==> src/soc_pkg.sv <==
`default_nettype none

package soc_pkg;

  // address map
  localparam logic [31:0] ram_base  = 32'h0000_0000;
  localparam logic [31:0] ram_words = 32'd256;
  localparam logic [31:0] io_base   = 32'hffff_0000;

  // word offsets inside the i/o window
  localparam logic [1:0] io_sw   = 2'd0;
  localparam logic [1:0] io_led  = 2'd1;
  localparam logic [1:0] io_hex  = 2'd2;
  localparam logic [1:0] io_rsvd = 2'd3;

  typedef enum logic [1:0] {
    chip_none,
    chip_ram,
    chip_io,
    chip_fault
  } chip_t;

  typedef enum logic [1:0] {
    st_idle,
    st_access,
    st_respond
  } bus_state_t;

  // active low segments, bit 0 is segment a
  function automatic logic [6:0] seg7(input logic [3:0] digit);
    logic [6:0] pattern;
    case (digit)
      4'h0: pattern = 7'h40;
      4'h1: pattern = 7'h79;
      4'h2: pattern = 7'h24;
      4'h3: pattern = 7'h30;
      4'h4: pattern = 7'h19;
      4'h5: pattern = 7'h12;
      4'h6: pattern = 7'h02;
      4'h7: pattern = 7'h78;
      4'h8: pattern = 7'h00;
      4'h9: pattern = 7'h10;
      4'ha: pattern = 7'h08;
      4'hb: pattern = 7'h03;
      4'hc: pattern = 7'h46;
      4'hd: pattern = 7'h21;
      4'he: pattern = 7'h06;
      default: pattern = 7'h0e;
    endcase
    return pattern;
  endfunction

endpackage

`default_nettype wire
==> src/bus_result.sv <==
`timescale 1ns/1ps
`default_nettype none

module bus_result (
  input  wire                 clock_50,
  input  wire                 rst_n,
  input  wire          [31:0] address,
  input  soc_pkg::chip_t      cs,
  input  wire                 respond,
  input  wire          [31:0] ram_readdata,
  input  wire          [31:0] io_readdata,
  output logic         [31:0] readdata,
  output logic                busfault,
  output logic         [31:0] fault_address
);

  // return mux, zero outside the response cycle and for faults
  always_comb begin
    readdata = '0;
    if (respond) begin
      case (cs)
        soc_pkg::chip_ram: readdata = ram_readdata;
        soc_pkg::chip_io:  readdata = io_readdata;
        default:           readdata = '0;
      endcase
    end
  end

  assign busfault = respond && cs == soc_pkg::chip_fault;

  // the master still holds the address during the response cycle
  always_ff @(posedge clock_50 or negedge rst_n) begin
    if (!rst_n) begin
      fault_address <= '0;
    end else if (busfault) begin
      fault_address <= address;
    end
  end

endmodule

`default_nettype wire

==> config.mk <==
export PLATFORM = sky130hd
export DESIGN_NAME = bus_result
export DESIGN_NICKNAME = d
export VERILOG_FILES = /design/src/soc_pkg.sv /design/src/bus_result.sv
export SDC_FILE = /design/constraint.sdc
export NUM_CORES = 1
export LEC_CHECK = 0
export BUFFER_PORTS_ARGS = -buffer_cell sky130_fd_sc_hd__buf_2
export CORE_MARGIN = 2
export CORE_UTILIZATION = 40
export CTS_CLUSTER_DIAMETER = 40
export DETAILED_ROUTE_END_ITERATION = 10
export PLACE_DENSITY = 0.92
export SYNTH_ARGS = -nofsm -noshare
export SYNTH_HDL_FRONTEND = slang
export SYNTH_SLANG_ARGS = --single-unit
==> constraint.sdc <==
create_clock -name clock_50 -period 1.77 [get_ports clock_50]
set_input_delay 0.177 -clock clock_50 [delete_from_list [all_inputs] [get_ports clock_50]]
set_output_delay 0.177 -clock clock_50 [all_outputs]
set_load 0.02 [all_outputs]
**Word level (Yosys, flattened, before mapping)**

Index checks and enable logic that the tools add are counted.

- Input port bits: 101
- Bits in registers: 32
- Logic and storage cells: 7
- Output and inout port bits: 65

- Equality and inequality tests: 3
- Multiplexer cells: 2
- Reductions and logical operators: 1

Operators by type and width:

| cell | count |
|---|---|
| $pmux 32 s2 | 1 |
| $mux 32 | 1 |
| $eq 2x2->1 const B | 2 |
| $eq 2x1->1 const B | 1 |
| $logic_and 1x1->1 | 1 |

**Logic depth before layout (Yosys ltp)**

- Depth in word-level cells: 3
- Gate-level depth with buffers: 5
- Mapped depth without buffers: 4

**Least setup slack after synthesis**

Ideal clock, no wire load.

- Path kind: input-to-output
- From: input cs[0]
- To: output readdata[11]
- Slack: 389 ps
- Stages on the path: 5
- Path buffers: 1
- Required time: 1593 ps
- Arrival time: 1204 ps
- Path through: inv_1 -> ha_1 -> or2b_4 -> clkbuf_8 -> nor2_1

- Word-level cells in the longest chain between the ends: 3
- Elaborated cells between the ends (all ways): 4
- Classes of those cells: eq/ne (2); mux (2)

RTL lines:

| what | RTL line | RTL |
|---|---|---|
| from (decl) | bus_result.sv:8 | `input soc_pkg::chip_t cs,` |
| $eq 2x2->1 / $eq 2x1->1 (equally long branches) | bus_result.sv:21 | `case (cs)` |
| $pmux 32 s2 (*) | bus_result.sv:21 |  |
| $mux 32 (*) | bus_result.sv:20 | `if (respond) begin` |
| to (decl) | bus_result.sv:12 | `output logic [31:0] readdata,` |

Every way passes the cells marked *; elsewhere a longest branch is shown, timed or not.

**Worst setup path after layout**

- From: input cs[0]
- To: output readdata[19]

Same word-level chain as after synthesis.

==> impl_results.md <==
- Clock Path Buffers: 2
- Period minus WS final: 1.548 ns
- Reg-to-reg startpoint: fault_address[3]$_DFFE_PN0P_
- Largest family of logic cells by synthesized area: multiplexers
- Worst endpoint required time: 1.59 ns
- DRC Markers: 0
- Antenna diode count: 0
- Vias: 1,790
- FF-to-FF End: fault_address[3]$_DFFE_PN0P_
- Clock Sinks: 32
- Grt met2 use: 33.44%
- Total CTS buffers: 5
- Critical path class: in -> out
- DRT iter0 DRCs: 59
- Chip width: 71.05 microns
- Fmax achieved: 0.6459 GHz
- CP endpoint kind: primary output
- Final period util: 87.47%
- Rows: 24
- Pwr Density: 863.3 nW/um^2
- Cell count after synthesis: 148
- First-pass GRT wire length: 7.859 mm
- Clock slew at reported path FFs: 0.06 ns
- DP HPWL: 4.114 mm
- Avg Cell Area, Syn: 12.15 sq um
- Status: finished clean
- Worst clock skew: 0 ns
- Register area share after synthesis: 44.54%
- Most flops, register: fault_address
- Largest net degree at the start of global routing: 34
- Worst reg2reg path depth: 1
- Die H: 71.05 microns
- Resize count post-CTS: 0
- Synth warn: 0
- Share of layout cells above drive strength 1: 67.20%
- Final Wtd Congestion: 0.9052
- Distinct cells, synth: 13
- Via count of the first global-routing pass: 1,711
- IR drop worst, VDD: 675.9 uV
- Lkg Pwr: 1.597 nW
- Arr. time, crit path: 1.37 ns
- Hold Crit Depth: 2
- Final net count: 417
- Worst slew margin relative to its limit: 54.76%
- Initial Utilization: 41.29%
- XOR/XNOR Fraction of Synth Area: 0%
- Most frequent cells in the layout: 165 x buf_2, 32 x a22oi_1, 32 x nor2_1, 32 x dfrtp_1, 29 x mux2_4
- Max reg flops: 32
- Vias/cell: 4.891
- Total track usage: 19.83%
- Post-Synth Adder-Cell Area: 2.088%
- Mux contribution to synthesized area: 26.10%
- Clock tree root buffer cell: clkbuf_8
- CP Launch Type: input port
- Met1 GRT Util: 24.77%
- TritonCTS clock tree: yes
- Met3 Use GR: 4.274%
- Flop2flop setup slack: 1.00 ns
- Hold Crit Start: address[18]
- Global route total overflow: 0
- Initial antenna violation count: 0
- Max cap viols: 0
- Full die area: 5047 sq um
- Port bufs: 165
- Simple-gate portion of the synthesized area: 7.655%
- DRT Pass-1 Iters: 4
- Count of filler cells inserted in the layout: 350
- Clock Latency Late Sink: 0.28 ns
- Area of the core: 4354 sq um
- DP Cell Count: 357
- Most Crowded Layer GR: met2
- Critical Path Fanout Max: 23
- I/O pin count: 166
- Setup_tns: 0 ns
- Final setup viols: 0
- Wirelength, routed: 5.271 mm
- Hold WC Path Type: in -> reg
- H-tree Lvls: 2
- Hold EP: fault_address[18]$_DFFE_PN0P_
- Largest registers: fault_address (32)
- Fin cells: 366
- Routed Antenna Nets: 0
- Synthesized flop and latch total: 32
- Worst hold slack: 0.1229 ns
- Slew Limit Fails: 0
- Worst Tran Pin Value: 0.6787 ns
- Area growth syn-to-layout: 52.68%
- Netlist Area Pre-Place: 1798 sq um
- Commonest non-fill, non-tap cell in the layout: buf_2
- Final hold violations: 0
- RSZ-0062 raised after global routing: no
- Compound-Gate Fraction of Synth Area: 13.36%
- Post-Syn Nets: 252
- DR WL/cell: 14.40 microns
how the worst max path moves through the flow:
stage               startpoint           end  slack, ns
floorplan                cs[0]  readdata[11]       0.39
global placement         cs[0]  readdata[11]       0.26
detailed placement       cs[0]  readdata[19]       0.24
CTS                      cs[0]  readdata[19]       0.24
global route             cs[0]  readdata[19]       0.12
finish                   cs[0]  readdata[19]       0.22
metrics by stage:
step                      worst slack [ns]  total power [W]  util [%]  instance area, sq um
after floorplan                     0.3885         0.001476         -                  1798
after global placement              0.2591         0.001786     60.69                  2643
after detailed placement            0.2372         0.001809     60.69                  2643
after CTS                           0.2382         0.002399     63.05                  2745
after global routing                0.1248         0.002485     63.05                  2745
final                               0.2219         0.002370     63.05                  2745
layout make-up:
class	count	area, sq um	area share [%]
Clock buffer	6	82.58	3.008
Clock inverter	2	10.01	0.3646
Inverter	3	11.26	0.4102
Multi-Input combinational cell	101	884.6	32.22
Sequential cell	32	800.8	29.17
Tap cell	52	65.06	2.370
Timing Repair Buffer	170	890.9	32.45
timing repair:
item	in CTS	in global routing
endpoints found under the setup margin	0	0
hold buffers	1	0
buffers inserted	0	0
endpoints found under the hold margin	32	0
worst max-delay path, cell delays in order:
cell     delay, ns
buf_2         0.12
inv_1         0.05
ha_1          0.39
buf_12        0.21
a22oi_1       0.11
nor2_1        0.12
buf_2         0.18
cells by family after synthesis:
| kind of cell | after synthesis |
|---|---|
| adders and majority gates | 3 |
| and+or+nand+nor | 34 |
| muxes | 32 |
| DFF | 32 |
| buffers and inverters | 15 |
| AOI/OAI and AO/OA | 32 |
synth_stat cells:
cell      count  area [sq um]
ha_1          3         37.54
inv_1         3         11.26
clkbuf_8      2         27.53
buf_6         4         45.04
buf_2         5         25.02
nand2_2       1         6.260
mux2_4       29         435.4
or2b_4        1         11.26
mux2_2        3         33.78
nor2_1       32         120.1
a22oi_1      32         240.2
dfrtp_1      32         800.8
clkbuf_1      1         3.750
routing by layer:
metal	routed length (microns)	part of all wire, %
met2	2626	50
met1	2129	40
met4	57	1.1
met5	0	0
met3	458	8.7
power by group:
group	internal (W)	leakage, nW	switching (W)	total (W)
sequential	0.000871	0.379	0.0000778	0.000949
combinational	0.000414	1.17	0.000433	0.000847
clock	0.000310	0.0510	0.000265	0.000575
No activity file was read; power rests on OpenSTA's default activity.
