[src/soc_pkg.sv]
`default_nettype none

package soc_pkg;

  // address map
  localparam logic [31:0] ram_base  = 32'h0000_0000;
  localparam logic [31:0] ram_words = 32'd256;
  localparam logic [31:0] io_base   = 32'hffff_0000;

  // word offsets inside the i/o window
  localparam logic [1:0] io_sw   = 2'd0;
  localparam logic [1:0] io_led  = 2'd1;
  localparam logic [1:0] io_hex  = 2'd2;
  localparam logic [1:0] io_rsvd = 2'd3;

  typedef enum logic [1:0] {
    chip_none,
    chip_ram,
    chip_io,
    chip_fault
  } chip_t;

  typedef enum logic [1:0] {
    st_idle,
    st_access,
    st_respond
  } bus_state_t;

  // active low segments, bit 0 is segment a
  function automatic logic [6:0] seg7(input logic [3:0] digit);
    logic [6:0] pattern;
    case (digit)
      4'h0: pattern = 7'h40;
      4'h1: pattern = 7'h79;
      4'h2: pattern = 7'h24;
      4'h3: pattern = 7'h30;
      4'h4: pattern = 7'h19;
      4'h5: pattern = 7'h12;
      4'h6: pattern = 7'h02;
      4'h7: pattern = 7'h78;
      4'h8: pattern = 7'h00;
      4'h9: pattern = 7'h10;
      4'ha: pattern = 7'h08;
      4'hb: pattern = 7'h03;
      4'hc: pattern = 7'h46;
      4'hd: pattern = 7'h21;
      4'he: pattern = 7'h06;
      default: pattern = 7'h0e;
    endcase
    return pattern;
  endfunction

endpackage

`default_nettype wire
[src/io_regs.sv]
`timescale 1ns/1ps
`default_nettype none

module io_regs (
  input  wire         clock_50,
  input  wire         rst_n,
  input  wire  [31:0] address,
  input  wire  [31:0] writedata,
  input  wire  [3:0]  byteenable,
  input  wire         io_read,
  input  wire         io_write,
  input  wire  [15:0] sw,
  output logic [31:0] io_readdata,
  output logic [17:0] ledr,
  output logic [55:0] hex_segments
);

  logic [15:0] sw_meta;
  logic [15:0] sw_sync;
  logic [31:0] hex_value;

  // two flop synchronizer for the switch inputs
  always_ff @(posedge clock_50 or negedge rst_n) begin
    if (!rst_n) begin
      sw_meta <= '0;
      sw_sync <= '0;
    end else begin
      sw_meta <= sw;
      sw_sync <= sw_meta;
    end
  end

  always_ff @(posedge clock_50 or negedge rst_n) begin
    if (!rst_n) begin
      ledr      <= '0;
      hex_value <= '0;
    end else if (io_write) begin
      case (address[3:2])
        soc_pkg::io_led: begin
          if (byteenable[0]) ledr[7:0]   <= writedata[7:0];
          if (byteenable[1]) ledr[15:8]  <= writedata[15:8];
          if (byteenable[2]) ledr[17:16] <= writedata[17:16];
        end
        soc_pkg::io_hex: begin
          for (int b = 0; b < 4; b++) begin
            if (byteenable[b]) hex_value[8*b +: 8] <= writedata[8*b +: 8];
          end
        end
        default: ;
      endcase
    end
  end

  always_ff @(posedge clock_50) begin
    if (io_read) begin
      case (address[3:2])
        soc_pkg::io_sw:  io_readdata <= {16'h0000, sw_sync};
        soc_pkg::io_led: io_readdata <= {14'h0000, ledr};
        soc_pkg::io_hex: io_readdata <= hex_value;
        default:         io_readdata <= '0;
      endcase
    end
  end

  // one display per nibble, digit 0 in the low bits
  for (genvar d = 0; d < 8; d++) begin : g_digit
    assign hex_segments[7*d +: 7] = soc_pkg::seg7(hex_value[4*d +: 4]);
  end

endmodule

`default_nettype wire

[config.mk]
export PLATFORM = sky130hd
export DESIGN_NAME = io_regs
export DESIGN_NICKNAME = d
export VERILOG_FILES = /design/src/soc_pkg.sv /design/src/io_regs.sv
export SDC_FILE = /design/constraint.sdc
export NUM_CORES = 1
export LEC_CHECK = 0
export BUFFER_PORTS_ARGS = -buffer_cell sky130_fd_sc_hd__buf_2
export CAP_MARGIN = 20
export CORE_MARGIN = 5
export CORE_UTILIZATION = 50
export CTS_BUF_LIST = sky130_fd_sc_hd__clkbuf_8
export DETAILED_ROUTE_END_ITERATION = 6
export MAX_ROUTING_LAYER = met4
export PLACE_DENSITY = 0.88
export SLEW_MARGIN = 20
export SYNTH_ARGS = -nofsm -noshare
export SYNTH_HDL_FRONTEND = slang
export SYNTH_SLANG_ARGS = --single-unit
[constraint.sdc]
create_clock -name clock_50 -period 2.62 [get_ports clock_50]
set_clock_uncertainty 0.2 [all_clocks]
set_input_delay 0.393 -clock clock_50 [delete_from_list [all_inputs] [get_ports clock_50]]
set_output_delay 0.393 -clock clock_50 [all_outputs]
set_load 0.05 [all_outputs]
# Word-level counts from Yosys, hierarchy flattened
# Memory sizes are Yosys's and may differ from the RTL's.
# Cells that the tools add are included.
# word_totals
in_bits	88
n_memories	8
output_inout_bits	106
reg_bits	114
rom_bits	896
# mem_list
memory	words	width	rd	rd_clocked_by_memory_dff	write_ports	line	rtl
(name not given)	16	7	1	0	0	soc_pkg.sv:32	case (digit)
(name not given)	16	7	1	0	0	soc_pkg.sv:32	
(name not given)	16	7	1	0	0	soc_pkg.sv:32	
(name not given)	16	7	1	0	0	soc_pkg.sv:32	
(name not given)	16	7	1	0	0	soc_pkg.sv:32	
(name not given)	16	7	1	0	0	soc_pkg.sv:32	
+2 memories	-	-	-	-	-	-	
# classes
muxes	1
n_eq_ne	2
reduce_logical	8
# op_table
cell	count
$pmux 32 s3	1
$reduce_and 3->1	7
$eq 2x1->1 const B	1
$eq 2x2->1 const B	1
$logic_not 2->1	1

# Logic depth before layout (Yosys ltp)
# logic_depth
ltp_word	2
mapped_depth	6

# Least setup slack after synthesis
# Ideal clock, no wire load.
# synth_path
path_kind	register to output
startpoint	register hex_value[24]
endpoint	output hex_segments[46]
n_path_buf	0
t_arrival_ps	2078
required_time_ps	2027
slack_ps	-51
stages_incl_launch_ff	5
path_cell_list	dfrtp_1 -> inv_1 -> ha_1 -> mux2_2 -> o21ai_0
# synth_between
elab_chain_cells	1
# synth_rtl
item	line	rtl
start: declaration	io_regs.sv:20	logic [31:0] hex_value;
start signal: indexed assignment	io_regs.sv:46	if (byteenable[b]) hex_value[8*b +: 8] <= writedata[8*b +: 8];
$mem_v2 16x7	-	
end: declaration	io_regs.sv:15	output logic [55:0] hex_segments
# No other way between the ends.

# Worst setup path in the final report
# layout_path
startpoint	register hex_value[26]
endpoint	output hex_segments[48]
# The elaborated chain is that of the path after synthesis.

==> impl_metrics.yaml <==
power:
  fin_total_pwr_w: 0.00777
  static-leakage-power_nw: 3.84
  p_per_area_nw_per_um2: 950
  largest_vdd_supply_drop_mv: 0.647
critical_path:
  critPathMaxStageDelay_ns: 0.65
  path_buf_inv: 1
  worst_setup_path_startpoint: "hex_value[26]"
  critPathRequiredTime_ns: 2.03
  reg2reg_from: "hex_value[14]"
  path_cells: "nand2_1 > o21a_1 > o21ai_0 > buf_2"
  slowest_cell_on_the_critical_path: "sky130_fd_sc_hd__dfrtp_1"
  worstSetupEndpointType: "output port"
  criticalPathCategory: "reg -> out"
  r2r-end: "io_readdata[14]"
  critical_path.top_delay_family: "flip-flops"
  setup.worst_path.start_class: "flop"
  reg2reg_depth: 2
  worst-endpoint-arrival_ns: 1.93
  worst-path-max-fanout: 16
  setup.reg_to_reg.worst_slack_ns: 1.24
clock_network:
  clock-root-buffer: "sky130_fd_sc_hd__clkbuf_8"
  clock-sinks: 114
  cts.clk_slew.worst_paths_ns: 0.07
  tritoncts_clock_tree: "built"
  h_tree_levels: 4
  cts.path.max_buffers: 2
  cts_made_buffers: 17
  clkLatencyLatePin_ns: 0.43
grt:
  grt_overflow_total: 0
  grt_use_total_pct: 22.2
  first_pass_grt_wire_length_mm: 25.0
  antenna_found_initial: 2
  grt_pass1_vias: 4963
  pin_count_of_the_biggest_net_entering_global_routing: 52
synth:
  synth.cells.most_frequent: "sky130_fd_sc_hd__dfrtp_1, sky130_fd_sc_hd__ha_1, sky130_fd_sc_hd__o21ai_0, sky130_fd_sc_hd__nand2_1, sky130_fd_sc_hd__mux2_2"
  synth_most_common_cell: "sky130_fd_sc_hd__dfrtp_1"
  async_reset_ff_share_pct: 71.9
  synth.ff_latch_count: 114
  netlist_top_cells_area: "sky130_fd_sc_hd__dfrtp_1, sky130_fd_sc_hd__edfxtp_1, sky130_fd_sc_hd__ha_1, sky130_fd_sc_hd__mux2_2, sky130_fd_sc_hd__mux2i_1"
  yosys_most_used_dff: "sky130_fd_sc_hd__dfrtp_1"
  netlist_cell_types: 31
  postSynthNetCount: 676
  synth_largest_type_area_fraction_pct: 33.2
  yosysTopAreaCell: "sky130_fd_sc_hd__dfrtp_1"
  netlist_area_sq_um: 6180
  number_of_standard_cells_after_synthesis: 532
  number_of_enable_flip_flop_cells_after_synthesis: 32
  postSynthAreaPerCell_sq_um: 11.6
  ys_seq_area_share_pct: 48.7
  ys_warn_count: 0
cells_and_area:
  final_cell_area_sq_um: 8180
  area_growth_syn_to_layout_pct: 32.2
  layout-drive-gt1-share_pct: 41.7
  finalNetCount: 889
  layout_utilization_pct: 67.8
worst_hold_path:
  min_delay_path_depth: 2
  worst_hold_startpoint: "writedata[1]"
  timing.hold.worst_endpoint: "hex_value[1]"
  worst_hold_class: "in -> reg"
drt:
  route.detailed.vias_per_inst: 5.31
  detail_route.wirelength_mm: 16.3
  drt_iter0_drc: 403
  drt-wirelength-per-cell_um: 17.6
  final_antenna_net_count: 0
  post-route-drc-count: 0
  drt_first_pass_iters: 5
  num_vias: 4925
floorplan:
  die_height_um: 121
  core_area_sq_um: 12100
  core.rowCount: 40
  io_pins: 194
  die_area_sq_um: 14700
  fp.dieW_um: 121
  initial_utilization_pct: 51.3
outcome:
  outcome: "completed"
sta:
  post-route-worst-setup-slack_ns: 0.0982
  report.final.hold_viol_count: 0
  final_cycle_utilization_of_the_critical_path_pct: 96.3
  clock.fmax_mhz: 397
  timing.max_slew.rel_slack_pct: 42.7
  final.hold.worst_slack_ns: 0.0311
  tightest_slew_ns: 0.860
  setup-violations-final: 0
  final-max-slew-violation-count: 0
  post_route_minimum_period_ns: 2.52
placed_design:
  pre_cts_slack_ns: 0.395
  detailed_place_hpwl_mm: 10.8
  routabilityCongestion: 0.886
  placed_area_sq_um: 7120
  portBuffers: 163
flow_run:
  cap_viol_max_count: 0
[cells by family after synthesis]
family / Yosys count / share of synthesized area, %
compound gates: 107 / 10.0
fa+ha+maj: 56 / 11.3
buf+inv: 47 / 3.32
flops: 114 / 48.7
mux: 90 / 16.3
simple gates: 118 / 10.3
[worst max path at each step]
stage / slack [ns] / end / cells past startpoint
2_1_floorplan: 0.008 / hex_segments[25] / 4
3_5_place_dp: 0.40 / hex_segments[38] / 6
5_1_grt: -0.04 / hex_segments[14] / 6
4_1_cts: 0.0003 / hex_segments[32] / 5
6_report: 0.1 / hex_segments[48] / 4
3_3_place_gp: 0.50 / hex_segments[17] / 6
[cell usage in the layout, fill, tap and decap left out, types with 6 or more instances in the layout]
master,count
sky130_fd_sc_hd__edfxtp_1,32
sky130_fd_sc_hd__o22ai_1,7
sky130_fd_sc_hd__ha_1,51
sky130_fd_sc_hd__nand2b_1,10
sky130_fd_sc_hd__nand3_1,14
sky130_fd_sc_hd__nand2_1,49
sky130_fd_sc_hd__o21a_1,12
sky130_fd_sc_hd__dfrtp_1,62
sky130_fd_sc_hd__dfrtp_2,20
sky130_fd_sc_hd__nor2b_2,6
sky130_fd_sc_hd__mux2i_1,33
sky130_fd_sc_hd__inv_1,16
sky130_fd_sc_hd__and2_1,14
sky130_fd_sc_hd__o21ai_0,48
sky130_fd_sc_hd__a31oi_1,6
sky130_fd_sc_hd__buf_2,147
sky130_fd_sc_hd__mux2_4,10
sky130_fd_sc_hd__mux2_2,47
sky130_fd_sc_hd__a21oi_1,20
sky130_fd_sc_hd__clkbuf_8,20
sky130_fd_sc_hd__buf_4,31
sky130_fd_sc_hd__dlygate4sd3_1,39
[area by class of cell]
class	instances	area [sq um]
sequential	114	3040
tap	168	210
timing repair buffer	223	1420
fill	843	3890
clock buffer	20	275
antenna	2	5.00
inverter	18	67.6
clock inverter	11	160
multi-input combinational	371	3000
[through the flow]
stage,cells,TNS (ns)
2_1_floorplan,532,0
3_3_place_gp,839,0
3_5_place_dp,839,0
4_1_cts,906,0
5_1_grt,927,-0.0629
6_report,927,0
[state kept, by name (all words and copies together), names as in the netlist]
signal	cells
hex_value	32
io_readdata	32
ledr	18
sw_meta	16
sw_sync	16
[power breakdown]
group,total [W],switching [W],internal [W]
clock,0.00180,0.000704,0.00110
sequential,0.00253,0.000428,0.00210
combinational,0.00344,0.00234,0.00109
total,0.00777,0.00347,0.00429
[metal layers]
layer	GRT usage, %	part of all wire [%]	wire, um
met3	7.41	7.9	1290
met5	-	0	0
met1	25.5	40	6430
met2	36.8	51	8340
met4	7.42	1.3	208
[timing repair]
item                                   in CTS  in global routing
pin swaps                                   0                  0
resized for setup                          20                 35
hold buffers                               36                  3
setup buffers                               0                 16
gates cloned                                0                  0
endpoints found under the hold margin      68                  4
setup endpoints to repair                  16                 35
Power figures use the tool's default switching activity.
