File: config.mk
export PLATFORM = sky130hd
export DESIGN_NAME = bus_decode
export DESIGN_NICKNAME = d
export VERILOG_FILES = /design/src/soc_pkg.sv /design/src/bus_decode.sv
export SDC_FILE = /design/constraint.sdc
export NUM_CORES = 1
export LEC_CHECK = 0
export ABC_AREA = 1
export BUFFER_PORTS_ARGS = -buffer_cell sky130_fd_sc_hd__buf_2
export CAP_MARGIN = 25
export CORE_UTILIZATION = 27
export DETAILED_ROUTE_END_ITERATION = 10
export GPL_ROUTABILITY_DRIVEN = 0
export PLACE_DENSITY_LB_ADDON = 0.08
export REMOVE_ABC_BUFFERS = 1
export SYNTH_ARGS = -nofsm -noshare
export SYNTH_HDL_FRONTEND = slang
export SYNTH_SLANG_ARGS = --single-unit
File: constraint.sdc
create_clock -name clock_50 -period 0.9 [get_ports clock_50]
set_clock_uncertainty 0.15 [all_clocks]
set_input_delay 0 -clock clock_50 [delete_from_list [all_inputs] [get_ports clock_50]]
set_output_delay 0 -clock clock_50 [all_outputs]
set_load 0.02 [all_outputs]
File: src/soc_pkg.sv
`default_nettype none

package soc_pkg;

  // address map
  localparam logic [31:0] ram_base  = 32'h0000_0000;
  localparam logic [31:0] ram_words = 32'd256;
  localparam logic [31:0] io_base   = 32'hffff_0000;

  // word offsets inside the i/o window
  localparam logic [1:0] io_sw   = 2'd0;
  localparam logic [1:0] io_led  = 2'd1;
  localparam logic [1:0] io_hex  = 2'd2;
  localparam logic [1:0] io_rsvd = 2'd3;

  typedef enum logic [1:0] {
    chip_none,
    chip_ram,
    chip_io,
    chip_fault
  } chip_t;

  typedef enum logic [1:0] {
    st_idle,
    st_access,
    st_respond
  } bus_state_t;

  // active low segments, bit 0 is segment a
  function automatic logic [6:0] seg7(input logic [3:0] digit);
    logic [6:0] pattern;
    case (digit)
      4'h0: pattern = 7'h40;
      4'h1: pattern = 7'h79;
      4'h2: pattern = 7'h24;
      4'h3: pattern = 7'h30;
      4'h4: pattern = 7'h19;
      4'h5: pattern = 7'h12;
      4'h6: pattern = 7'h02;
      4'h7: pattern = 7'h78;
      4'h8: pattern = 7'h00;
      4'h9: pattern = 7'h10;
      4'ha: pattern = 7'h08;
      4'hb: pattern = 7'h03;
      4'hc: pattern = 7'h46;
      4'hd: pattern = 7'h21;
      4'he: pattern = 7'h06;
      default: pattern = 7'h0e;
    endcase
    return pattern;
  endfunction

endpackage

`default_nettype wire
File: src/bus_decode.sv
`timescale 1ns/1ps
`default_nettype none

module bus_decode (
  input  wire                 clock_50,
  input  wire                 rst_n,
  input  wire          [31:0] address,
  input  wire                 read,
  input  wire                 write,
  output soc_pkg::chip_t      cs,
  output logic                ram_read,
  output logic                ram_write,
  output logic                io_read,
  output logic                io_write,
  output logic                respond,
  output logic                waitrequest
);

  soc_pkg::bus_state_t state;
  soc_pkg::chip_t      cs_decoded;
  logic                ram_hit;
  logic                io_hit;
  logic [1:0]          io_offset;

  // window checks against the package map
  assign ram_hit   = (address - soc_pkg::ram_base) < (soc_pkg::ram_words << 2);
  assign io_hit    = address[31:4] == soc_pkg::io_base[31:4];
  assign io_offset = address[3:2];

  always_comb begin
    if (ram_hit) begin
      cs_decoded = soc_pkg::chip_ram;
    end else if (io_hit) begin
      // switches are read only and the last slot is reserved
      if ((write && io_offset == soc_pkg::io_sw) || io_offset == soc_pkg::io_rsvd) begin
        cs_decoded = soc_pkg::chip_fault;
      end else begin
        cs_decoded = soc_pkg::chip_io;
      end
    end else begin
      cs_decoded = soc_pkg::chip_fault;
    end
  end

  // idle -> access -> respond, one access at a time
  always_ff @(posedge clock_50 or negedge rst_n) begin
    if (!rst_n) begin
      state <= soc_pkg::st_idle;
      cs    <= soc_pkg::chip_none;
    end else begin
      case (state)
        soc_pkg::st_idle: begin
          if (read || write) begin
            cs    <= cs_decoded;
            state <= soc_pkg::st_access;
          end
        end
        soc_pkg::st_access: begin
          state <= soc_pkg::st_respond;
        end
        default: begin
          cs    <= soc_pkg::chip_none;
          state <= soc_pkg::st_idle;
        end
      endcase
    end
  end

  // master holds read and write steady, so the strobes last exactly the access cycle
  assign ram_read  = state == soc_pkg::st_access && cs == soc_pkg::chip_ram && read;
  assign ram_write = state == soc_pkg::st_access && cs == soc_pkg::chip_ram && write;
  assign io_read   = state == soc_pkg::st_access && cs == soc_pkg::chip_io && read;
  assign io_write  = state == soc_pkg::st_access && cs == soc_pkg::chip_io && write;

  assign respond     = state == soc_pkg::st_respond;
  assign waitrequest = (read || write) && state != soc_pkg::st_respond;

endmodule

`default_nettype wire

======== Word-level counts from Yosys, hierarchy flattened ========
Cells that the tools add are included.
W data, S select, Z words.
word-level totals
  logic and storage cells ................. 32
  register bits after elaboration ......... 4
  output and inout bits ................... 8
cells by class
  equality and inequality tests ........... 8
  order comparisons ....................... 1
  muxes and demuxes ....................... 7
  bitwise gates (word level) .............. 1
  reduce and logical (&&, ||, !) cells .... 13
operators by type and width
  operator                count
  $lt A32 B11 Y1 const B  1
  $eq A28 B28 Y1 const B  1
  $logic_and A1 B1 Y1     8
  $mux W2                 4
  $pmux W2 S2             2
  $eq A2 B2 Y1 const B    3
  $eq A2 B1 Y1 const B    2
  $logic_not A2 Y1        2
  $ne A2 B2 Y1 const B    2
  $logic_or A1 B1 Y1      2
  $reduce_and A2 Y1       1
  $mux W1                 1
  $not A1 Y1              1

======== Longest topological paths before layout ========
Gate-level depths: netlist of the first run.
  word-level depth ........................ 8
  depth in mapped cells ................... 7
  gate-level depth less buffers ........... 7

======== Least setup slack after synthesis of the first run ========
No wires, ideal clock.
  kind .................................... register to output
  from .................................... register state[1]
  to ...................................... output port waitrequest
  data arrival time ....................... 0.972 ns
  cell stages (with the launch flop) ...... 4
  buffers on the path ..................... 0
  slack ................................... -0.222 ns
  cell sequence ........................... dfrtp_1 inv_1 nor2_1 nor2_1
between the ends
  word-level cells in the longest chain between the ends .. 2
RTL lines
  item                    RTL line          text
  from (decl)             bus_decode.sv:19  soc_pkg::bus_state_t state;
  from (signal assigned)  bus_decode.sv:48  state <= soc_pkg::st_idle;
  from (signal assigned)  bus_decode.sv:55  state <= soc_pkg::st_access;
  from (signal assigned)  bus_decode.sv:59  state <= soc_pkg::st_respond;
  $ne A2 B2 Y1            bus_decode.sv:76  assign waitrequest = (read || write) && state != soc_pkg::st_respond;
  $logic_and A1 B1 Y1     bus_decode.sv:76
  to (decl)               bus_decode.sv:16  output logic waitrequest
Every way passes these cells.

======== Worst setup path in the final report of the first run ========
  from .................................... register state[0]
  to ...................................... output port io_read
between the ends
  word-level cells in the longest chain between the ends .. 3
RTL lines
  item                              RTL line          text
  $eq A2 B1 Y1                      bus_decode.sv:72  assign io_read = state == soc_pkg::st_access && cs == soc_pkg::chip_io && read;
  $logic_and A1 B1 Y1 (2 in a row)  bus_decode.sv:72
  to (decl)                         bus_decode.sv:13  output logic io_read,
Every way passes these cells.

==> results of run 1 <==
## registers in the layout, summed over array words and instances (netlist names)
name,flops
cs,2
state,2
## worst max-delay path by stage
stage / startpoint / to / slack, ns
floorplan: state[1] / waitrequest / -0.22
global placement: state[1] / io_write / -0.11
detailed placement: state[0] / io_read / -0.15
CTS: state[0] / io_read / -0.37
global route: state[0] / ram_read / -0.46
finish: state[0] / io_read / -0.37
## power breakdown
part	leakage (nW)	switching [mW]	internal [mW]
sequential	0.0488	0.0891	0.268
combinational	0.331	0.469	0.534
clock	0.0138	0.0808	0.150
total	0.393	0.639	0.953
## Yosys cell counts
library cell | instances | share of area [%]
nor3_2 | 1 | 2.8
inv_2 | 1 | 1.0
nand3_1 | 5 | 6.9
nand2_1 | 12 | 12
o21a_1 | 1 | 2.1
dfrtp_1 | 4 | 28
inv_1 | 4 | 4.2
nand4_1 | 5 | 8.7
nor2_4 | 1 | 3.1
nor2_1 | 28 | 29
and3_1 | 1 | 1.7
## final cells by class
cell class              instances  share of cell area (%)
well taps                      14                   2.460
clock buffers                   3                   3.163
flip-flops and latches          4                   14.06
inverters                       5                   2.636
multi-input cells              54                   35.50
repair buffers                 49                   42.18
## worst reg2reg max path: cells and delay by family (launching register included)
family / cells / cell delay, ns
flops: 1 / 0.41
simple gates: 3 / 0.35
buf+inv: 1 / 0.16
## per-stage QoR
stage | instance area (sq um) | power (mW) | hold slack (ns)
6_report | 711.9 | 1.592 | -0.04367
5_1_grt | 711.9 | 1.734 | -0.04040
4_1_cts | 691.9 | 1.514 | -0.06393
3_5_place_dp | 598.1 | 1.029 | -0.3400
3_3_place_gp | 598.1 | 1.014 | -0.3406
2_1_floorplan | 360.3 | 0.7312 | -0.4456
## logic make-up after synthesis
family / Yosys count
AOI/OAI and AO/OA: 1
DFF: 4
buffers and inverters: 5
and+or+nand+nor: 53
## repair_timing
item                                   CTS  global route
buffers inserted                         4             4
resized for setup                       12             3
cloned                                   0             0
setup endpoints to repair               11            11
pin swaps                                2             1
endpoints found under the hold margin    5             4
## metal layers
| metal | share of wire, % | vias up |
|---|---|---|
| met1 | 41 | 248 |
| li1 | - | 311 |
| met4 | 0.96 | 0 |
| met5 | 0 | - |
| met3 | 9.2 | 3 |
| met2 | 49 | 26 |
==> results.py, run 1 <==
metrics = {
    "global_route": {
        "grt_pass1_vias": 537,
        "use_met3_pct": 6.977,
        "grt-ovfl-total": 0,
        "grt.busiest_layer": "met2",
        "gr-usage-met1_pct": 19.78,
        "met2_usage_pct": 36.67,
        "grtUsageTotal_pct": 19.49,
        "grt_max_degree": 5,
        "antenna_found_initial": 0,
        "grt_pass1_wl_um": 1980,
    },
    "cts": {
        "cts_max_level": 1,
        "clockBufferDepth": 2,
        "clk-insertion-delay-late_ns": 0.24,
        "hold_buffers": 1,
        "cts-root-buf": "clkbuf_4",
        "clkTransAtPathRegs_ns": 0.04,
        "cts.sinks": 4,
        "numCtsBuffers": 3,
        "cts_tree": "done",
    },
    "worst_setup_path": {
        "slowest_stage": "dfrtp_1",
        "max_stage_delay_ns": 0.40,
        "crit_path_max_fanout": 4,
        "r2r-end": "cs[0]",
        "r2r_slack_ns": -0.23,
        "crit-reg2reg-launch": "state[0]",
        "cp-end-kind": "primary output",
        "crit_family": "flip-flops",
        "path_buf_inv": 2,
        "worstPathArrival_ns": 1.12,
        "path_class": "reg2out",
        "reg2regPathDepth": 4,
        "cp.required_ns": 0.75,
        "cp_num_cells": 5,
        "critPathLaunchType": "flop",
        "cp_cell_sequence": "inv_2, nor2_4, nand3_2, nor2_1, buf_4",
    },
    "place": {
        "port_buffers": 41,
        "dp.cells": 120,
        "hpwlAfterDp_um": 919.5,
        "place_ws_ns": -0.1455,
    },
    "yosys": {
        "synthXorXnorAreaFrac_pct": 0,
        "synth.cell_area_sq_um": 360.3,
        "syn-mean-instance-area_sq_um": 5.720,
        "syn-instance-count": 63,
        "synthDistinctLibCells": 11,
        "yosys.area_share.adder_pct": 0,
        "synth-simple-area-share_pct": 64.93,
        "synth_top_family_by_area": "simple AND/OR/NAND/NOR gates",
        "yosysWarnings": 0,
        "synthMuxAreaShare_pct": 0,
        "synth-seq-cells": 4,
        "ys_seq_area_share_pct": 27.78,
        "synth_compound_gate_area_share_pct": 2.083,
    },
    "route": {
        "route.detailed.vias_per_inst": 4.558,
        "drtAntennaViolNets": 0,
        "wl_um": 1147,
        "drc": 0,
        "wire_per_inst_um": 8.891,
        "drtIter0Drc": 7,
        "vias": 588,
        "firstDrtPassIters": 4,
    },
    "layout": {
        "antenna_cells": 0,
        "seq_area_sq_um": 100.1,
        "multi_input_area_sq_um": 252.7,
        "nNetsFinal": 153,
        "final_cell_mix": "buf_2, nor2_1, nand2_1, buf_4, nand4_1",
        "final_util_pct": 60.79,
        "final_common_cell": "buf_2",
        "nFillCells": 119,
        "syn_to_final_growth_pct": 97.57,
        "final_cells": 129,
        "drive_above_1_share_pct": 47.83,
    },
    "flow_run": {
        "maxCapViolations": 0,
    },
    "power_and_ir_drop": {
        "peakVddDrop_mv": 1.498,
        "power_density_nw_per_um2": 2236,
        "leakagePower_nw": 0.3935,
    },
    "sta": {
        "report.final.slew_viol_count": 0,
        "finalHoldViolCount": 4,
        "fmax_ghz": 0.7854,
        "maxSlewHeadroom_pct": 79.69,
        "setup_ws_ns": -0.3733,
        "fin_crit_sh_pct": 141.5,
        "period_needed_ns": 1.273,
        "tns_ns": -2.968,
        "grt_setup_unrepaired": "true",
        "tightest_slew_ns": 0.3035,
        "setup_viol": 12,
        "hold_ws_ns": -0.04367,
    },
    "floorplan": {
        "fp-row-count": 12,
        "die-area_sq_um": 1485,
        "start_util_pct": 30.77,
        "core_area_sq_um": 1171,
        "top_level_ports": 44,
        "chipHeight_um": 38.53,
        "fp.dieW_um": 38.53,
    },
    "run_status": {
        "violations": "negative hold slack, negative setup slack",
        "run_status": "complete, but fails checks",
    },
    "hold_path": {
        "min_path_type": "in2async",
    },
}
No activity file was read; power rests on OpenSTA's default activity.
==> run 2, diff against run 1 <==
--- a/config.mk
+++ b/config.mk
@@ -5,13 +5,14 @@
 export SDC_FILE = /design/constraint.sdc
 export NUM_CORES = 1
 export LEC_CHECK = 0
-export ABC_AREA = 1
 export BUFFER_PORTS_ARGS = -buffer_cell sky130_fd_sc_hd__buf_2
 export CAP_MARGIN = 25
-export CORE_UTILIZATION = 27
+export CORE_AREA = 2 2 39 41
 export DETAILED_ROUTE_END_ITERATION = 10
+export DIE_AREA = 0 0 41 43
 export GPL_ROUTABILITY_DRIVEN = 0
-export PLACE_DENSITY_LB_ADDON = 0.08
+export GPL_TIMING_DRIVEN = 1
+export PLACE_DENSITY_LB_ADDON = 0.3
 export REMOVE_ABC_BUFFERS = 1
 export SYNTH_ARGS = -nofsm -noshare
 export SYNTH_HDL_FRONTEND = slang
==> run 2 against run 1 <==
Compared with the run above:
- the run still ends with negative hold slack, negative setup slack left
- sequential share of layout area is 0.50 points lower
- worst setup slack better by 0.00078 ns
- total power is 4.9% higher
- register-to-register slack worse by 0.06 ns
- synthesized cell count is 37% lower
- die area is 19% higher
- largest power group unchanged
==> results.py, run 2 <==
metrics = {
    "yosys": {
        "ys_seq_area_share_pct": 32.13,
        "synth.cell_area_sq_um": 311.5,
        "synth_top_area_share_pct": 32.13,
        "post-synth-top-count-cell": "nor2_1",
        "yosys-top-cells-count": "nor2_1, nor4_1, dfrtp_1",
        "synth-seq-cells": 4,
        "synth_ff_type": "dfrtp_1",
        "synth-edff-count": 0,
        "yosysWarnings": 0,
        "ys_top_cells_by_area": "dfrtp_1, nor2_1, nor4_1",
        "syn-instance-count": 40,
        "synth_area_leader_cell": "dfrtp_1",
        "async_flop_share_pct": 100.0,
        "synthDistinctLibCells": 17,
        "syn-mean-instance-area_sq_um": 7.789,
    },
    "run_status": {
        "run_status": "complete, but fails checks",
        "violations": "negative hold slack, negative setup slack",
    },
    "sta": {
        "period_needed_ns": 1.272,
        "fin_crit_sh_pct": 141.4,
        "finalHoldViolCount": 5,
        "hold_ws_ns": -0.04768,
        "tightest_slew_ns": 0.2946,
        "tns_ns": -3.071,
        "setup_viol": 12,
        "report.final.slew_viol_count": 0,
        "setup_ws_ns": -0.3725,
        "fmax_ghz": 0.7859,
        "grt_setup_unrepaired": "true",
        "maxSlewHeadroom_pct": 80.18,
    },
    "global_route": {
        "grt-ovfl-total": 0,
        "grtUsageTotal_pct": 15.12,
        "antenna_found_initial": 0,
        "grt_max_degree": 5,
        "grt_pass1_vias": 470,
        "grt_pass1_wl_um": 1759,
    },
    "cts": {
        "cts_tree": "done",
        "clkTransAtPathRegs_ns": 0.04,
        "hold_buffers": 1,
        "clk-insertion-delay-late_ns": 0.23,
        "cts_max_level": 1,
        "cts.sinks": 4,
        "numCtsBuffers": 3,
        "cts-root-buf": "clkbuf_4",
        "clockBufferDepth": 2,
    },
    "floorplan": {
        "chipHeight_um": 43,
        "start_util_pct": 22.51,
        "top_level_ports": 44,
        "fp-row-count": 14,
        "fp.dieW_um": 41,
        "die-area_sq_um": 1763,
        "core_area_sq_um": 1384,
    },
    "layout": {
        "syn_to_final_growth_pct": 136.9,
        "largestRegisters": "cs (2), state (2)",
        "final_cells": 111,
        "antenna_cells": 0,
        "final_cell_mix": "buf_2, buf_4, nor2_1, buf_6, nor4_1",
        "final_common_cell": "buf_2",
        "final_area_sq_um": 738.2,
        "nNetsFinal": 133,
        "drive_above_1_share_pct": 66.32,
    },
    "worst_setup_path": {
        "worstPathArrival_ns": 1.12,
        "path_class": "reg2out",
        "slowest_stage": "dfrtp_1",
        "critPathLaunchType": "flop",
        "cp-end-kind": "primary output",
        "cp_cell_sequence": "nor2b_4, nand2_1, nor2_1, buf_4",
        "cp.required_ns": 0.75,
        "crit_path_max_fanout": 3,
        "max_stage_delay_ns": 0.38,
    },
    "power_and_ir_drop": {
        "power_density_nw_per_um2": 2261,
        "leakagePower_nw": 0.3598,
        "p_total_mw": 1.669,
        "peakVddDrop_mv": 0.8434,
    },
    "flow_run": {
        "maxCapViolations": 0,
    },
    "route": {
        "drc": 0,
        "wl_um": 1191,
        "drtAntennaViolNets": 0,
        "vias": 537,
        "firstDrtPassIters": 3,
        "wire_per_inst_um": 10.73,
        "route.detailed.vias_per_inst": 4.838,
        "drtIter0Drc": 3,
    },
    "place": {
        "place_area_sq_um": 589.3,
        "port_buffers": 41,
        "hpwlAfterDp_um": 900.5,
        "dp.cells": 104,
    },
    "hold_path": {
        "min_path_type": "in2async",
    },
}
-- run 2: per-layer routing --
layer / track usage [%] / vias up / routed length (um)
met5: 0 / - / 0
met4: 6.000 / 0 / 0
met3: 6.283 / 0 / 136
met2: 25.00 / 34 / 626
met1: 15.96 / 237 / 428
li1: - / 266 / -
-- run 2: layout make-up --
cell class | count | area, sq um
fill | 135 | 645.6
timing repair buffer | 52 | 337.8
multi-input combinational | 36 | 257.7
sequential | 4 | 100.1
clock buffer | 3 | 22.52
tap | 16 | 20.02
-- run 2: cells by family after synthesis --
group	synth area share, %
flip-flops	32.13
AO/OA/AOI/OAI	10.85
AND/OR/NAND/NOR	57.03
-- run 2: through the flow --
| stage | util, % | setup slack, ns |
|---|---|---|
| 6_report | 53.35 | -0.3725 |
| 5_1_grt | 53.35 | -0.4620 |
| 4_1_cts | 50.18 | -0.3642 |
| 3_5_place_dp | 42.59 | -0.3095 |
| 3_3_place_gp | 42.59 | -0.2933 |
| 2_1_floorplan | - | -0.2056 |
-- run 2: where the power goes --
group	leakage [nW]	internal, mW	total, mW	switching [mW]
Combinational	0.298	0.613	1.08	0.471
Sequential	0.0477	0.267	0.359	0.0917
Clock	0.0138	0.149	0.226	0.0769
Total	0.360	1.03	1.67	0.639
-- run 2: path summary, 6_finish.rpt --
path,start,to,slack [ns],depth (start not counted)
max,state[0],io_read,-0.37,4
min,rst_n,cs[1],-0.05,2
max reg2reg,state[0],cs[0],-0.29,4
min reg2reg,state[0],state[0],0.45,2
max in group asynchronous,rst_n,state[0],0.52,2
min in group clock_50,address[6],cs[0],-0.02,4
-- run 2: what timing repair did --
action / in CTS / in global routing
gates cloned: 0 / 0
pin swaps: 4 / 2
setup buffers: 2 / 2
endpoints found under the hold margin: 5 / 4
setup endpoints to repair: 12 / 12
gates resized for setup: 19 / 7
-- run 2: critical path, delay by kind of cell (launching register included) --
family	cells	cell delay [ns]
buffers and inverters	1	0.14
DFF	1	0.38
and+or+nand+nor	3	0.36
==> run 3, diff against run 2 <==
--- a/config.mk
+++ b/config.mk
@@ -12,6 +12,7 @@
 export DIE_AREA = 0 0 41 43
 export GPL_ROUTABILITY_DRIVEN = 0
 export GPL_TIMING_DRIVEN = 1
+export MAX_ROUTING_LAYER = met4
 export PLACE_DENSITY_LB_ADDON = 0.3
 export REMOVE_ABC_BUFFERS = 1
 export SYNTH_ARGS = -nofsm -noshare
==> run 3 against run 2 <==
Compared with the run above:
- largest cell class unchanged
- total power hardly changed
- register-to-register slack about the same
- first-iteration DRC count is the same
- sequential cell count did not move
- sequential share of layout area unchanged
- the run still ends with negative hold slack, negative setup slack left
- critical path depth unchanged
- non-clock buffer count unchanged
==> results.py, run 3 (synthesis gave the netlist of run 2 again) <==
metrics = {
    "run_status": {
        "run_status": "complete, but fails checks",
        "violations": "negative hold slack, negative setup slack",
    },
    "cts": {
        "cts_max_level": 1,
        "clk-insertion-delay-late_ns": 0.23,
        "numCtsBuffers": 3,
        "cts.sinks": 4,
        "clockBufferDepth": 2,
        "cts-root-buf": "clkbuf_4",
        "clkTransAtPathRegs_ns": 0.04,
        "hold_buffers": 1,
        "cts_tree": "done",
    },
    "global_route": {
        "antenna_found_initial": 0,
        "grt_max_degree": 5,
        "grt_pass1_wl_um": 1752,
        "grtUsageTotal_pct": 15.50,
        "grt-ovfl-total": 0,
        "grt_pass1_vias": 471,
    },
    "sta": {
        "tightest_slew_ns": 0.2946,
        "hold_ws_ns": -0.04771,
        "fmax_ghz": 0.7859,
        "grt_setup_unrepaired": "true",
        "setup_ws_ns": -0.3724,
        "period_needed_ns": 1.272,
        "tns_ns": -3.070,
        "finalHoldViolCount": 5,
        "report.final.slew_viol_count": 0,
        "fin_crit_sh_pct": 141.4,
        "maxSlewHeadroom_pct": 80.18,
        "setup_viol": 12,
    },
    "layout": {
        "final_common_cell": "buf_2",
        "syn_to_final_growth_pct": 136.9,
        "drive_above_1_share_pct": 66.32,
        "final_cell_mix": "buf_2, buf_4, nor2_1, buf_6, nor4_1",
        "final_util_pct": 53.35,
        "final_area_sq_um": 738.2,
        "nFillCells": 135,
        "antenna_cells": 0,
        "largestRegisters": "cs (2), state (2)",
        "nNetsFinal": 133,
    },
    "worst_setup_path": {
        "crit_path_max_fanout": 3,
        "critPathLaunchType": "flop",
        "max_stage_delay_ns": 0.38,
        "slowest_stage": "dfrtp_1",
        "path_class": "reg2out",
        "worstPathArrival_ns": 1.12,
        "cp.required_ns": 0.75,
        "cp_cell_sequence": "nor2b_4, nand2_1, nor2_1, buf_4",
        "cp-end-kind": "primary output",
        "crit-reg2reg-launch": "state[0]",
        "crit_family": "flip-flops",
        "path_buf_inv": 1,
        "startpoint": "state[0]",
    },
    "power_and_ir_drop": {
        "leakagePower_nw": 0.3598,
        "power_density_nw_per_um2": 2261,
        "peakVddDrop_mv": 0.8437,
        "p_total_mw": 1.669,
    },
    "floorplan": {
        "core_area_sq_um": 1384,
        "fp.dieW_um": 41,
        "die-area_sq_um": 1763,
        "top_level_ports": 44,
        "fp-row-count": 14,
        "chipHeight_um": 43,
        "start_util_pct": 22.51,
    },
    "route": {
        "route.detailed.vias_per_inst": 4.856,
        "wl_um": 1192,
        "vias": 539,
        "firstDrtPassIters": 3,
        "drtIter0Drc": 3,
        "wire_per_inst_um": 10.74,
        "drtAntennaViolNets": 0,
        "drc": 0,
    },
    "flow_run": {
        "maxCapViolations": 0,
    },
    "place": {
        "port_buffers": 41,
        "place_area_sq_um": 589.3,
        "hpwlAfterDp_um": 900.5,
    },
    "hold_path": {
        "min_path_type": "in2async",
    },
}
==> run 3: cell counts in the layout (fill, tap and decap cells not counted) <==
No cell type changed its count.
==> run 3: area by class of cell <==
| type | instances | area, sq um | share of cell area (%) |
|---|---|---|---|
| Clock buffer | 3 | 22.52 | 3.051 |
| Multi-Input combinational cell | 36 | 257.7 | 34.92 |
| Sequential cell | 4 | 100.1 | 13.56 |
| Tap cell | 16 | 20.02 | 2.712 |
| Timing Repair Buffer | 52 | 337.8 | 45.76 |
==> run 3: timing repair <==
action	CTS	global route
endpoints found under the hold margin	5	4
setup endpoints to repair	12	12
buffers inserted	2	2
pin swaps	4	2
gates resized for setup	19	7
==> run 3: where the power goes <==
| part | leakage [nW] | total [mW] | internal, mW | switching [mW] |
|---|---|---|---|---|
| sequential | 0.0477 | 0.359 | 0.267 | 0.0918 |
| combinational | 0.298 | 1.08 | 0.613 | 0.471 |
| clock | 0.0138 | 0.226 | 0.149 | 0.0768 |
| total | 0.360 | 1.67 | 1.03 | 0.640 |
==> run 3: worst reg2reg max path: cells and delay by family, from the launching register on <==
kind | cells | cell delay, ns
DFF | 1 | 0.40
AOI/OAI and AO/OA | 1 | 0.08
and+or+nand+nor | 2 | 0.29
buffers and inverters | 1 | 0.15
==> run 3: final timing paths <==
kind	end	slack (ns)	depth (start not counted)
setup / recovery	io_read	-0.37	4
hold reg to reg	state[0]	0.45	2
hold / removal	cs[1]	-0.05	2
min in group clock_50	cs[0]	-0.02	4
setup reg to reg	cs[0]	-0.29	4
max in group asynchronous	state[0]	0.52	2
==> run 3: layer usage <==
metal,vias to the layer above,wire length [um],GRT usage [%]
met1,237,428,15.96
li1,266,-,-
met3,2,135,6.283
met2,34,621,25.00
met5,-,0,-
met4,0,6,6.000
==> run 3: through the flow <==
step | setup slack [ns] | hold slack, ns | cells
floorplan | -0.2056 | -0.4456 | 40
global placement | -0.2933 | -0.3404 | 104
detailed placement | -0.3095 | -0.3398 | 104
CTS | -0.3642 | -0.05552 | 109
global route | -0.4620 | -0.01958 | 111
finish | -0.3724 | -0.04771 | 111
